$ cat src/hw/biquad_pkg.sv
// Biquad filter shared types
package biquad_pkg;

    // Q2.14 coefficients, 14 fraction bits
    localparam int COEF_FRAC = 14;

    typedef logic signed [15:0] sample_t;   // Audio sample and history word
    typedef logic signed [15:0] coef_t;     // Q2.14, 16384 is 1.0
    typedef logic signed [35:0] acc_t;      // Five full-scale products fit

    // Coefficient select for bank writes
    typedef enum logic [2:0] {
        B0 = 3'd0,
        B1 = 3'd1,
        B2 = 3'd2,
        A1 = 3'd3,
        A2 = 3'd4
    } coef_sel_e;

    // Full active set, bank to sequencer
    typedef struct packed {
        coef_t b0;
        coef_t b1;
        coef_t b2;
        coef_t a1;
        coef_t a2;
    } coef_set_t;

    // One shadow register write
    typedef struct packed {
        coef_sel_e sel;
        coef_t     value;
    } coef_wr_t;

endpackage

$ cat src/hw/mac_accum.sv
// Shared multiply-accumulate unit
`timescale 1ns/1ps

module mac_accum #(
    parameter int ACC_W = 36
) (
    input  logic                    clk,
    input  logic                    reset,
    input  logic                    clear,
    input  logic                    enable,
    input  biquad_pkg::coef_t       a_in,
    input  biquad_pkg::sample_t     b_in,
    input  logic                    negate,
    output logic signed [ACC_W-1:0] acc
);

    logic signed [31:0]      product;
    logic signed [ACC_W-1:0] product_ext;
    logic signed [ACC_W-1:0] term;
    logic signed [ACC_W-1:0] base;

    // Full 16x16 signed product
    assign product = a_in * b_in;

    // Sign extension to accumulator width
    assign product_ext = product;

    // Feedback taps subtract
    assign term = negate ? -product_ext : product_ext;

    // First tap of a sample starts from zero
    assign base = clear ? '0 : acc;

    always_ff @(posedge clk) begin
        if (!reset) begin
            acc <= '0;
        end else if (enable) begin
            acc <= base + term;   // One cycle operands to result
        end
    end

    // Sequencer only clears on an enabled tap
    a_clear_needs_enable: assert property (
        @(posedge clk) disable iff (!reset)
        clear |-> enable
    ) else $error("mac_accum: clear without enable");

endmodule

$ cat src/hw/coef_bank.sv
// Coefficient shadow bank
`timescale 1ns/1ps

module coef_bank (
    input  logic                  clk,
    input  logic                  reset,
    input  logic                  coef_wr_en,
    input  biquad_pkg::coef_wr_t  coef_wr,
    input  logic                  coef_commit,
    input  logic                  sample_start,
    output biquad_pkg::coef_set_t coefs
);

    // Passthrough set, b0 at unity
    localparam biquad_pkg::coef_t     COEF_ONE     = 16'sd16384;
    localparam biquad_pkg::coef_set_t COEF_DEFAULT = '{
        b0: COEF_ONE,
        b1: '0,
        b2: '0,
        a1: '0,
        a2: '0
    };

    biquad_pkg::coef_set_t shadow;
    biquad_pkg::coef_set_t active;
    logic                  pending;   // Commit waiting for a sample boundary
    logic                  swap;

    assign swap  = sample_start && pending;
    assign coefs = active;

    always_ff @(posedge clk) begin
        if (!reset) begin
            shadow <= COEF_DEFAULT;
        end else if (coef_wr_en) begin
            case (coef_wr.sel)
                biquad_pkg::B0: shadow.b0 <= coef_wr.value;
                biquad_pkg::B1: shadow.b1 <= coef_wr.value;
                biquad_pkg::B2: shadow.b2 <= coef_wr.value;
                biquad_pkg::A1: shadow.a1 <= coef_wr.value;
                biquad_pkg::A2: shadow.a2 <= coef_wr.value;
                default: ;
            endcase
        end
    end

    // Swap lands on the accepting edge, so that sample sees the new set
    always_ff @(posedge clk) begin
        if (!reset) begin
            active <= COEF_DEFAULT;
        end else if (swap) begin
            active <= shadow;
        end
    end

    always_ff @(posedge clk) begin
        if (!reset) begin
            pending <= 1'b0;
        end else if (coef_commit) begin
            pending <= 1'b1;   // A fresh commit re-arms
        end else if (swap) begin
            pending <= 1'b0;
        end
    end

    a_wr_sel_legal: assert property (
        @(posedge clk) disable iff (!reset)
        coef_wr_en |-> coef_wr.sel inside {biquad_pkg::B0, biquad_pkg::B1, biquad_pkg::B2,
                                           biquad_pkg::A1, biquad_pkg::A2}
    ) else $error("coef_bank: write to illegal coefficient select");

endmodule

$ cat src/hw/biquad_sequencer.sv
// Biquad tap sequencer
`timescale 1ns/1ps

module biquad_sequencer #(
    parameter int ACC_W = 36
) (
    input  logic                  clk,
    input  logic                  reset,
    input  logic                  in_valid,
    output logic                  in_ready,
    input  biquad_pkg::sample_t   in_sample,
    output logic                  out_valid,
    input  logic                  out_ready,
    output biquad_pkg::sample_t   out_sample,
    input  biquad_pkg::coef_set_t coefs,
    output logic                  sample_start
);

    // Rounding offset and clamp limits at accumulator width
    localparam logic signed [ACC_W-1:0] ROUND_HALF = 1 << (biquad_pkg::COEF_FRAC - 1);
    localparam logic signed [ACC_W-1:0] SAT_MAX    = 32767;
    localparam logic signed [ACC_W-1:0] SAT_MIN    = -32768;

    typedef enum logic [3:0] {
        IDLE   = 4'd0,
        TAP_B0 = 4'd1,
        TAP_B1 = 4'd2,
        TAP_B2 = 4'd3,
        TAP_A1 = 4'd4,
        TAP_A2 = 4'd5,
        FINISH = 4'd6,
        HOLD   = 4'd7
    } state_e;

    state_e state;
    state_e next_state;

    // Input and output history
    biquad_pkg::sample_t x_n;
    biquad_pkg::sample_t x_n1;
    biquad_pkg::sample_t x_n2;
    biquad_pkg::sample_t y_n1;
    biquad_pkg::sample_t y_n2;

    // MAC operands and controls
    biquad_pkg::coef_t   mac_coef;
    biquad_pkg::sample_t mac_data;
    logic                mac_en;
    logic                mac_clear;
    logic                mac_negate;
    logic signed [ACC_W-1:0] acc;

    logic signed [ACC_W-1:0] acc_round;
    logic signed [ACC_W-1:0] acc_shift;
    biquad_pkg::sample_t     sat_value;
    logic                    out_fire;

    assign in_ready     = (state == IDLE);
    assign sample_start = in_valid && in_ready;
    assign out_fire     = out_valid && out_ready;

    always_ff @(posedge clk) begin
        if (!reset) begin
            state <= IDLE;
        end else begin
            state <= next_state;
        end
    end

    always_comb begin
        next_state = state;
        case (state)
            IDLE:    if (sample_start) next_state = TAP_B0;
            TAP_B0:  next_state = TAP_B1;
            TAP_B1:  next_state = TAP_B2;
            TAP_B2:  next_state = TAP_A1;
            TAP_A1:  next_state = TAP_A2;
            TAP_A2:  next_state = FINISH;
            FINISH:  next_state = HOLD;
            HOLD:    if (out_fire) next_state = IDLE;
            default: next_state = IDLE;
        endcase
    end

    // x history shifts on accept, y history on output transfer
    always_ff @(posedge clk) begin
        if (!reset) begin
            x_n  <= '0;
            x_n1 <= '0;
            x_n2 <= '0;
            y_n1 <= '0;
            y_n2 <= '0;
        end else begin
            if (sample_start) begin
                x_n  <= in_sample;
                x_n1 <= x_n;
                x_n2 <= x_n1;
            end
            if (out_fire) begin
                y_n1 <= out_sample;
                y_n2 <= y_n1;
            end
        end
    end

    // One tap per cycle through the shared MAC
    always_comb begin
        mac_en     = 1'b1;
        mac_clear  = 1'b0;
        mac_negate = 1'b0;
        mac_coef   = '0;
        mac_data   = '0;
        case (state)
            TAP_B0: begin
                mac_clear = 1'b1;   // Drops the previous sample's sum
                mac_coef  = coefs.b0;
                mac_data  = x_n;
            end
            TAP_B1: begin
                mac_coef = coefs.b1;
                mac_data = x_n1;
            end
            TAP_B2: begin
                mac_coef = coefs.b2;
                mac_data = x_n2;
            end
            TAP_A1: begin
                mac_negate = 1'b1;
                mac_coef   = coefs.a1;
                mac_data   = y_n1;
            end
            TAP_A2: begin
                mac_negate = 1'b1;
                mac_coef   = coefs.a2;
                mac_data   = y_n2;
            end
            default: mac_en = 1'b0;
        endcase
    end

    // Round half up, back to integer, clamp to 16 bits
    always_comb begin
        acc_round = acc + ROUND_HALF;
        acc_shift = acc_round >>> biquad_pkg::COEF_FRAC;
        if (acc_shift > SAT_MAX) begin
            sat_value = 16'sh7fff;
        end else if (acc_shift < SAT_MIN) begin
            sat_value = 16'sh8000;
        end else begin
            sat_value = acc_shift[15:0];
        end
    end

    always_ff @(posedge clk) begin
        if (!reset) begin
            out_valid <= 1'b0;
        end else if (state == FINISH) begin
            out_valid <= 1'b1;
        end else if (out_fire) begin
            out_valid <= 1'b0;
        end
    end

    always_ff @(posedge clk) begin
        if (state == FINISH) out_sample <= sat_value;   // Held through HOLD
    end

    mac_accum #(
        .ACC_W (ACC_W)
    ) u_mac (
        .clk    (clk),
        .reset  (reset),
        .clear  (mac_clear),
        .enable (mac_en),
        .a_in   (mac_coef),
        .b_in   (mac_data),
        .negate (mac_negate),
        .acc    (acc)
    );

    a_out_stable: assert property (
        @(posedge clk) disable iff (!reset)
        out_valid && !out_ready |=> out_valid && $stable(out_sample)
    ) else $error("biquad_sequencer: output changed while stalled");

    // No new sample while a result is pending
    a_no_accept_while_valid: assert property (
        @(posedge clk) disable iff (!reset)
        !(in_ready && out_valid)
    ) else $error("biquad_sequencer: in_ready high with out_valid");

    a_state_legal: assert property (
        @(posedge clk) disable iff (!reset)
        state inside {IDLE, TAP_B0, TAP_B1, TAP_B2, TAP_A1, TAP_A2, FINISH, HOLD}
    ) else $error("biquad_sequencer: illegal state");

endmodule

$ cat src/hw/iir_filter_top.sv
// Biquad IIR filter top
`timescale 1ns/1ps

module iir_filter_top #(
    parameter int ACC_W = 36
) (
    input  logic                 clk,
    input  logic                 reset,

    // Sample in
    input  logic                 in_valid,
    output logic                 in_ready,
    input  biquad_pkg::sample_t  in_sample,

    // Sample out
    output logic                 out_valid,
    input  logic                 out_ready,
    output biquad_pkg::sample_t  out_sample,

    // Coefficient port
    input  logic                 coef_wr_en,
    input  biquad_pkg::coef_wr_t coef_wr,
    input  logic                 coef_commit
);

    biquad_pkg::coef_set_t coefs;
    logic                  sample_start;   // Accept edge, also the commit point

    coef_bank u_coef_bank (
        .clk          (clk),
        .reset        (reset),
        .coef_wr_en   (coef_wr_en),
        .coef_wr      (coef_wr),
        .coef_commit  (coef_commit),
        .sample_start (sample_start),
        .coefs        (coefs)
    );

    // Eight cycles per sample minimum, one sample in flight
    biquad_sequencer #(
        .ACC_W (ACC_W)
    ) u_sequencer (
        .clk          (clk),
        .reset        (reset),
        .in_valid     (in_valid),
        .in_ready     (in_ready),
        .in_sample    (in_sample),
        .out_valid    (out_valid),
        .out_ready    (out_ready),
        .out_sample   (out_sample),
        .coefs        (coefs),
        .sample_start (sample_start)
    );

endmodule

$ cat config.mk
export PLATFORM = sky130hd
export DESIGN_NAME = iir_filter_top
export DESIGN_NICKNAME = d
export VERILOG_FILES = /design/src/hw/biquad_pkg.sv /design/src/hw/mac_accum.sv /design/src/hw/coef_bank.sv /design/src/hw/biquad_sequencer.sv /design/src/hw/iir_filter_top.sv
export SDC_FILE = /design/constraint.sdc
export NUM_CORES = 1
export LEC_CHECK = 0
export BUFFER_PORTS_ARGS = -buffer_cell sky130_fd_sc_hd__clkbuf_2
export CORE_UTILIZATION = 29
export CTS_CLUSTER_SIZE = 28
export DETAILED_ROUTE_END_ITERATION = 6
export GPL_ROUTABILITY_DRIVEN = 0
export GPL_TIMING_DRIVEN = 0
export PLACE_DENSITY = 0.53
export SYNTH_ARGS = -nofsm -noshare
export SYNTH_HDL_FRONTEND = slang
export SYNTH_HIERARCHICAL = 1
export SYNTH_SLANG_ARGS = --single-unit
$ cat constraint.sdc
create_clock -name clk -period 11.6 [get_ports clk]
set_input_delay 3.48 -clock clk [delete_from_list [all_inputs] [get_ports clk]]
set_output_delay 3.48 -clock clk [all_outputs]
set_load 0.02 [all_outputs]
==> impl_metrics.yaml, run 1 <==
timing:
  fmax_mhz: 88.9
  max-slew-margin-rel: 0.377
  post-route-period-util: 0.969
  slew_violations: 0
  worst-slew-pin-transition_ns: 0.912
  timing.setup.tns_ns: 0
  final-hold-violation-count: 0
  finClkSkew_ns: 0.0227
  setup_viol: 0
  period_minus_slack_ns: 11.24
  final_critical_path_setup_slack_ns: 0.356
detailed_routing:
  route.antenna.remaining_nets: 0
  initial_drt_markers: 1376
  route.detailed.wl_per_inst_um: 18.5
  drt-total-wl_um: 78900
  route.detailed.drc: 4
  avgViaCountPerCell: 4.91
  detailedRoute.firstPassIterationCount: 7
  vias: 20900
run_status:
  outcome: "finished, violations left"
  violations: "DRC"
flow_run:
  maxCapViolations: 0
critical_path:
  end_kind: "flop"
  worst-endpoint-arrival_ns: 11.76
  critical_path.startpoint_type: "flop"
  slowest_stage: "sky130_fd_sc_hd__fa_1"
  crit_path_most_repeated_cell: "sky130_fd_sc_hd__fa_1"
  worst-endpoint-required_ns: 12.12
  reg2reg_from: "u_sequencer/state[0]"
  cp_max_fo: 10
  cp_launch_point: "u_sequencer/state[0]"
  critical-path-max-stage-delay_ns: 0.59
  setup.worst_path.class: "flop to flop"
floorplanning:
  die_area_um2: 90700
  design.core.area_um2: 88500
  core_rows: 109
  fp.dieH_um: 301
  die_width_um: 301
  floorplan.initialDensity: 0.293
  top_level_ports: 59
grt:
  grt_overflow_total: 0
  grtUsageTotal: 0.176
  global_route.peak_usage_layer: "met2"
  grt_pass1_vias: 20800
  globalRouteMet1Util: 0.256
  initial_antenna_violation_count: 3
  globalRouteMet2Util: 0.281
  groute.layer.met3.usage: 0.0144
  grt_start_max_net_pins: 18
  grt_pass1_wl_um: 123000
yosys:
  ys.warnings.count: 6
  ys_ff_latch: 297
  synth_edf_count: 16
  yosys.area_share.simple: 0.179
  synth_flop_cell: "sky130_fd_sc_hd__dfxtp_1"
  syn_area_per_cell_um2: 8.80
  synth_top_family_by_area: "adder cells"
  share_of_the_yosys_chip_area_belonging_to_registers: 0.235
  postSynthCellCount: 2951
  post_synth_main_area_contributors: "sky130_fd_sc_hd__dfxtp_1 (22%), sky130_fd_sc_hd__fa_1 (20%), sky130_fd_sc_hd__nand2_1 (6.8%)"
  synth.top_cells.by_count: "sky130_fd_sc_hd__nand2_1 (469), sky130_fd_sc_hd__inv_1 (307), sky130_fd_sc_hd__dfxtp_1 (281)"
  mappedNetlistArea_um2: 26000
  netlist.area_leader.share: 0.217
  synth_largest_area_cell: "sky130_fd_sc_hd__dfxtp_1"
  synthArstFlopShare: 0
  synth.distinct_cells: 97
  yosysMostFrequentCell: "sky130_fd_sc_hd__nand2_1"
  xor_xnor_share_of_the_synthesized_area: 0.0343
  post_synth_mux_area_share: 0.0552
  mappedNetlistNets: 3374
  synth_compound_area_frac: 0.162
  synthAdderAreaFrac: 0.260
final_layout:
  n_antenna_cell: 0
  final-seq-area_um2: 6110
  finalNetCount: 3489
  synthToLayoutAreaGrowth_pct: 12.2
  drive_above_1_share: 0.125
  multi_input_gate_area_in_the_final_layout_um2: 18000
  num-fill-cells: 9349
hold_path:
  min_path_type: "flop to flop"
  hold_start: "u_coef_bank/shadow[27]"
clock_tree:
  clockBufferDepth: 3
  path_clk_slew_ns: 0.07
  holdBufCountCts: 0
  cts_tree: "built"
  cts_made_buffers: 31
  cts_root_buffer: "sky130_fd_sc_hd__clkbuf_16"
  clock_tree.htree_level_count: 1
  worstSkewPairLatency_ns: 0.60
  clock-sinks: 297
power:
  pwrdens_nw_per_um2: 83.0
  share_seq_of_total_power: 0.441
  power_switching_share: 0.284
  p_switching_uw: 687
  cellInternalPower_mw: 1.73
  power_leakage_nw: 13.4
  combPwrFrac: 0.136
  part_of_the_power_in_the_clock_network: 0.423
  irDropWorstVdd_uv: 108
placement:
  dp_hpwl_um: 61500
  preCtsSetupSlack_ns: -0.883
  port_buffers: 57
-- per-stage QoR --
step	std cells	hold slack, ns	power [mW]	cell area (µm²)	utilization
3_5_place_dp	4173	0.450	1.41	27700	0.313
4_1_cts	4237	0.459	2.44	28900	0.326
6_report	4255	0.459	2.42	29100	0.329
5_1_grt	4255	0.472	2.51	29100	0.329
3_3_place_gp	4173	0.444	1.41	27700	0.313
2_1_floorplan	2951	0.435	1.29	26000	-
-- area by class of cell --
class / instances / share of cell area
Clock inverter: 13 / 0.00472
Timing Repair Buffer: 84 / 0.0168
Multi-Input combinational cell: 2165 / 0.619
Clock buffer: 44 / 0.0304
Sequential cell: 297 / 0.210
Buffer: 177 / 0.0297
Inverter: 310 / 0.0399
Tap cell: 1165 / 0.0500
-- layout by cell type, fill, tap and decap left out, types with 11 or more instances in the layout --
cell type                   count
sky130_fd_sc_hd__nand2_1      469
sky130_fd_sc_hd__inv_1        306
sky130_fd_sc_hd__dfxtp_1      280
sky130_fd_sc_hd__fa_1         263
sky130_fd_sc_hd__mux2i_1      140
sky130_fd_sc_hd__a21oi_1      133
sky130_fd_sc_hd__and2_1       131
sky130_fd_sc_hd__ha_1         118
sky130_fd_sc_hd__nand3_1      100
sky130_fd_sc_hd__clkbuf_1      94
sky130_fd_sc_hd__nor2_1        85
sky130_fd_sc_hd__clkbuf_2      84
sky130_fd_sc_hd__a21boi_0      82
sky130_fd_sc_hd__o21ai_0       81
sky130_fd_sc_hd__a21bo_2       79
sky130_fd_sc_hd__xnor2_1       63
sky130_fd_sc_hd__nor2b_1       48
sky130_fd_sc_hd__a21o_1        39
sky130_fd_sc_hd__buf_2         36
sky130_fd_sc_hd__xor2_1        35
sky130_fd_sc_hd__clkbuf_16     31
sky130_fd_sc_hd__buf_4         30
sky130_fd_sc_hd__a221o_2       23
sky130_fd_sc_hd__nand4_1       19
sky130_fd_sc_hd__nand2b_1      16
sky130_fd_sc_hd__edfxtp_1      16
sky130_fd_sc_hd__o21a_1        14
sky130_fd_sc_hd__and3_1        14
sky130_fd_sc_hd__a31oi_1       13
sky130_fd_sc_hd__clkbuf_4      12
sky130_fd_sc_hd__nor3_1        12
sky130_fd_sc_hd__a221o_1       11
-- repair_timing --
| item | in CTS | in global routing |
|---|---|---|
| hold endpoints to repair | 0 | 0 |
| pin swaps | 0 | 4 |
| endpoints found under the setup margin | 10 | 4 |
| buffers inserted | 8 | 19 |
| gates resized for setup | 62 | 63 |
-- worst paths after layout --
| path | depth (start not counted) | endpoint | slack (ns) |
|---|---|---|---|
| setup / recovery | 38 | u_sequencer/u_mac/acc[35] | 0.36 |
| hold / removal | 2 | u_coef_bank/shadow[27] | 0.46 |
| hold reg to reg | 2 | u_coef_bank/shadow[27] | 0.46 |
| setup reg to reg | 38 | u_sequencer/u_mac/acc[35] | 0.36 |
-- registers in the layout, summed over array words and instances, names as in the netlist --
register and cells:
u_coef_bank/coefs 80, u_coef_bank/pending 1, u_coef_bank/shadow 80, u_sequencer/out_sample 16, u_sequencer/out_valid 1, u_sequencer/state 3
u_sequencer/u_mac/acc 36, u_sequencer/x_n 16, u_sequencer/x_n1 16, u_sequencer/x_n2 16, u_sequencer/y_n1 16, u_sequencer/y_n2 16
-- cell families after synthesis --
family                   after synthesis
flip-flops                           297
adder cells (fa/ha/maj)              382
AO/OA/AOI/OAI                        579
AND/OR/NAND/NOR                      961
multiplexers                         143
XOR/XNOR                             100
buffers and inverters                489
-- per-layer routing --
metal  vias up  share of wire
met3        87          0.049
met5         -        0.00011
li1      10000              -
met2       444           0.45
met4         2          0.021
met1     10300           0.48
-- critical path, delay by kind of cell, from the launching register on --
kind / cells / cell delay [ns]
multiplexers: 1 / 0.43
flip-flops: 1 / 0.38
adder cells (fa/ha/maj): 8 / 3.67
AND/OR/NAND/NOR: 10 / 2.81
buffers and inverters: 7 / 0.99
AO/OA/AOI/OAI: 10 / 2.63
XOR/XNOR: 2 / 0.26
-- power by group through the flow --
stage	Clock, mW	Sequential, mW	Combinational [mW]
after global placement	0	1.09	0.318
after CTS	1.05	1.07	0.323
after floorplan	0	1.08	0.208
after global routing	1.08	1.07	0.355
after detailed placement	0	1.09	0.318
final	1.02	1.07	0.329
Power figures use the tool's default switching activity.
==> run 2, diff against run 1 <==
MAX_ROUTING_LAYER = met4   (was not set)
==> run 2 against run 1 <==
Clock power is essentially flat. Wire length barely moved. Sequential cell count did not move. Sequential power about the same. The run still ends with DRC left. Count of clock-buffer cells in the layout unchanged.
==> impl_metrics.yaml, run 2 (same netlist as run 1, synthesis figures left out) <==
critical_path:
  worst-endpoint-arrival_ns: 11.77
  end_kind: "flop"
  critical_path.n_buffers_inverters: 7
  setup.worst_path.class: "flop to flop"
  cp_top_family: "adder cells"
  slowest_stage: "sky130_fd_sc_hd__fa_1"
  critical-path-max-stage-delay_ns: 0.61
  worst-endpoint-required_ns: 12.12
  critical_path.startpoint_type: "flop"
  cp_max_fo: 10
  crit_path_most_repeated_cell: "sky130_fd_sc_hd__fa_1"
clock_tree:
  holdBufCountCts: 0
  cts_made_buffers: 31
  worstSkewPairLatency_ns: 0.60
  cts_tree: "built"
  cts_root_buffer: "sky130_fd_sc_hd__clkbuf_16"
  clock_tree.htree_level_count: 1
  clock-sinks: 297
  clockBufferDepth: 3
  path_clk_slew_ns: 0.07
final_layout:
  finalNetCount: 3486
  multi_input_gate_area_in_the_final_layout_um2: 18000
  layout.cells.most_common_list: "sky130_fd_sc_hd__nand2_1 (469), sky130_fd_sc_hd__inv_1 (306), sky130_fd_sc_hd__dfxtp_1 (280)"
  layout_commonest_cell: "sky130_fd_sc_hd__nand2_1"
  drive_above_1_share: 0.124
  final_cell_area_um2: 29100
  final_cell_count_no_fill: 4253
  synthToLayoutAreaGrowth_pct: 12.1
  num-fill-cells: 9349
  final-seq-area_um2: 6110
timing:
  final-hold-violation-count: 0
  timing.setup.tns_ns: 0
  slew_violations: 0
  setup_viol: 0
  post-route-period-util: 0.970
  finClkSkew_ns: 0.0276
  worst-slew-pin-transition_ns: 0.951
  final_critical_path_setup_slack_ns: 0.346
  fmax_mhz: 88.9
  period_minus_slack_ns: 11.25
  max-slew-margin-rel: 0.350
placement:
  post_dp_cell_area_um2: 27700
  preCtsSetupSlack_ns: -0.883
  port_buffers: 57
  placedCellCount: 4173
  dp_hpwl_um: 61500
detailed_routing:
  route.detailed.wl_per_inst_um: 18.5
  initial_drt_markers: 1443
  vias: 20900
  detailedRoute.firstPassIterationCount: 7
  avgViaCountPerCell: 4.91
  drt-total-wl_um: 78900
  route.antenna.remaining_nets: 0
  route.detailed.drc: 4
floorplanning:
  floorplan.initialDensity: 0.293
  fp.dieH_um: 301
  design.core.area_um2: 88500
  die_area_um2: 90700
  die_width_um: 301
  top_level_ports: 59
  core_rows: 109
power:
  pwrdens_nw_per_um2: 83.1
  irDropWorstVdd_uv: 108
  power_leakage_nw: 13.4
  design_power_total_mw: 2.42
grt:
  grt_pass1_vias: 20800
  globalRouteMet2Util: 0.282
  grt_start_max_net_pins: 18
  groute.layer.met3.usage: 0.0139
  grtUsageTotal: 0.181
  grt_pass1_wl_um: 123000
  globalRouteMet1Util: 0.255
  initial_antenna_violation_count: 3
  grt_overflow_total: 0
  global_route.peak_usage_layer: "met2"
run_status:
  violations: "DRC"
  outcome: "finished, violations left"
flow_run:
  maxCapViolations: 0
hold_path:
  min_path_type: "flop to flop"
run 2: cell count changes in the layout (fill, tap and decap cells not counted), sizes merged:
cell / before / now
diode: 0 / 1
buf: 78 / 75
run 2: layout make-up:
type	instances	share of cell area
Antenna cell	1	0.0000860
Buffer	177	0.0295
Clock buffer	44	0.0304
Clock inverter	13	0.00473
Inverter	310	0.0400
Multi-Input combinational cell	2165	0.619
Sequential cell	297	0.210
Tap cell	1165	0.0501
Timing Repair Buffer	81	0.0160
run 2: per-stage QoR:
step                hold slack (ns)   util
floorplan                     0.435      -
global placement              0.444  0.313
detailed placement            0.450  0.313
CTS                           0.459  0.326
global route                  0.472  0.329
finish                        0.458  0.329
run 2: worst paths after layout:
check                              end                    from  slack [ns]  cells past startpoint
max          u_sequencer/u_mac/acc[35]    u_sequencer/state[0]        0.35                     38
min             u_coef_bank/shadow[55]  u_coef_bank/shadow[55]        0.46                      2
max reg2reg  u_sequencer/u_mac/acc[35]    u_sequencer/state[0]        0.35                     38
min reg2reg     u_coef_bank/shadow[55]  u_coef_bank/shadow[55]        0.46                      2
run 2: worst min-delay path, delay by kind of cell (launching register included):
family,cells,cell delay [ns]
flops,1,0.31
mux,1,0.05
simple gates,1,0.05
run 2: report_power, final:
part	internal, mW	switching, mW
logic	0.103	0.225
clock network	0.577	0.447
registers	1.05	0.0158
total	1.73	0.687
run 2: per-layer routing:
| metal | routed length [µm] | up-vias |
|---|---|---|
| met5 | 0 | - |
| met4 | 1550 | 0 |
| met3 | 3820 | 85 |
| met2 | 35600 | 457 |
| met1 | 37900 | 10300 |
| li1 | - | 10000 |
run 2: repair_timing:
item / 4_1_cts / 5_1_grt
pin swaps: 0 / 3
endpoints found under the setup margin: 10 / 4
gates resized for setup: 62 / 61
setup buffers: 8 / 16
==> run 3, diff against run 2 <==
CORE_MARGIN = 5   (was not set)
==> run 3 against run 2 <==
The flow now finishes without violations. First-iteration DRC count decreased by 5.5%. Sequential cell count unchanged. Largest cell class unchanged. Non-clock buffer count increased by 2. Highest routed layer unchanged. Die area increased by 5.4%. Power decreased by 1.2%. Utilization about the same. Critical path type unchanged.
==> impl_metrics.yaml, run 3 (same netlist as run 1, synthesis figures left out) <==
timing:
  final-hold-violation-count: 0
  slew_violations: 0
  fmax_mhz: 89.1
  period_minus_slack_ns: 11.22
  setup_viol: 0
  post-route-period-util: 0.967
  worst-slew-pin-transition_ns: 0.907
  max-slew-margin-rel: 0.380
  finClkSkew_ns: 0.0226
clock_tree:
  cts_tree: "built"
  cts_made_buffers: 31
  clock_tree.htree_level_count: 1
  worstSkewPairLatency_ns: 0.59
  cts_root_buffer: "sky130_fd_sc_hd__clkbuf_16"
  clock-sinks: 297
  clockBufferDepth: 3
  path_clk_slew_ns: 0.06
  holdBufCountCts: 0
critical_path:
  cp_max_fo: 10
  worst-endpoint-arrival_ns: 11.73
  worst-endpoint-required_ns: 12.11
  setup.worst_path.class: "flop to flop"
  worst-r2r-setup-slack_ns: 0.38
  critical-path-max-stage-delay_ns: 0.58
  critical_path.startpoint_type: "flop"
  crit_path_most_repeated_cell: "sky130_fd_sc_hd__fa_1"
  slowest_stage: "sky130_fd_sc_hd__fa_1"
  end_kind: "flop"
  cp_top_family: "adder cells"
  critical_path.n_buffers_inverters: 7
final_layout:
  finalNetCount: 3488
  layout.cells.most_common_list: "sky130_fd_sc_hd__nand2_1 (469), sky130_fd_sc_hd__inv_1 (307), sky130_fd_sc_hd__dfxtp_1 (280)"
  synthToLayoutAreaGrowth_pct: 12.3
  final_cell_area_um2: 29200
  drive_above_1_share: 0.127
  layout_commonest_cell: "sky130_fd_sc_hd__nand2_1"
  final_util: 0.329
floorplanning:
  core_rows: 109
  die_area_um2: 95600
  design.core.area_um2: 88600
  top_level_ports: 59
  fp.dieH_um: 309
  die_width_um: 309
  floorplan.initialDensity: 0.293
detailed_routing:
  drt-total-wl_um: 80000
  avgViaCountPerCell: 4.94
  route.detailed.drc: 0
  initial_drt_markers: 1363
  vias: 21000
  detailedRoute.firstPassIterationCount: 5
  route.detailed.wl_per_inst_um: 18.8
  route.antenna.remaining_nets: 0
flow_run:
  maxCapViolations: 0
grt:
  grt_pass1_vias: 20900
  grt_overflow_total: 0
  initial_antenna_violation_count: 0
  grtUsageTotal: 0.170
  grt_start_max_net_pins: 18
  grt_pass1_wl_um: 124000
hold_path:
  min_path_type: "flop to flop"
run_status:
  outcome: "finished clean"
power:
  irDropWorstVdd_uv: 129
  pwrdens_nw_per_um2: 81.9
  power_leakage_nw: 13.3
placement:
  dp_hpwl_um: 62300
  post_dp_cell_area_um2: 27700
  port_buffers: 57
run 3: final timing paths:
check / from / depth (start not counted) / to
hold / removal: u_coef_bank/shadow[14] / 2 / u_coef_bank/shadow[14]
setup reg to reg: u_sequencer/state[0] / 38 / u_sequencer/u_mac/acc[35]
setup / recovery: u_sequencer/state[0] / 38 / u_sequencer/u_mac/acc[35]
hold reg to reg: u_coef_bank/shadow[14] / 2 / u_coef_bank/shadow[14]
run 3: power by group:
part / internal (mW) / leakage (nW) / switching (mW)
Combinational: 0.105 / 10.5 / 0.226
Clock: 0.556 / 0.472 / 0.435
Sequential: 1.05 / 2.42 / 0.0159
Total: 1.71 / 13.3 / 0.677
run 3: layout make-up:
cell class,count,area (µm²)
Antenna cell,2,5.00
Timing Repair Buffer,86,503
Clock inverter,9,124
Sequential cell,297,6110
Clock buffer,42,847
Buffer,174,857
Fill cell,9479,59500
Multi-Input combinational cell,2165,18100
Tap cell,1165,1460
Inverter,310,1160
run 3: through the flow:
stage          setup slack, ns  total power, mW  hold WS, ns  TNS (ns)  std cells
2_1_floorplan             1.30             1.29        0.435         0       2951
3_3_place_gp            -0.831             1.41        0.443     -2.49       4173
3_5_place_dp             -1.02             1.41        0.453     -4.05       4173
4_1_cts               0.000711             2.41        0.462         0       4230
5_1_grt                -0.0329             2.48        0.474   -0.0329       4248
6_report                 0.383             2.39        0.458         0       4250
run 3: per-layer routing:
layer / GRT usage / vias to the layer above / share of wire
li1: - / 10000 / -
met1: 0.243 / 10400 / 0.48
met2: 0.264 / 496 / 0.45
met3: 0.0156 / 78 / 0.048
met4: 0.0385 / 0 / 0.021
met5: - / - / 0
run 3: worst reg2reg max path: cells and delay by family (launching register included):
| kind | cells | cell delay (ns) |
|---|---|---|
| fa+ha+maj | 8 | 3.80 |
| compound gates | 10 | 2.63 |
| flops | 1 | 0.38 |
| simple gates | 10 | 2.93 |
| xor+xnor | 2 | 0.27 |
| mux | 1 | 0.26 |
| buf+inv | 7 | 0.86 |
run 3: timing repair:
action                                  in CTS  in global routing
gates cloned                                 0                  0
setup buffers                                9                 20
endpoints found under the setup margin      11                  5
pin swaps                                    0                  6
gates resized for setup                     67                 75
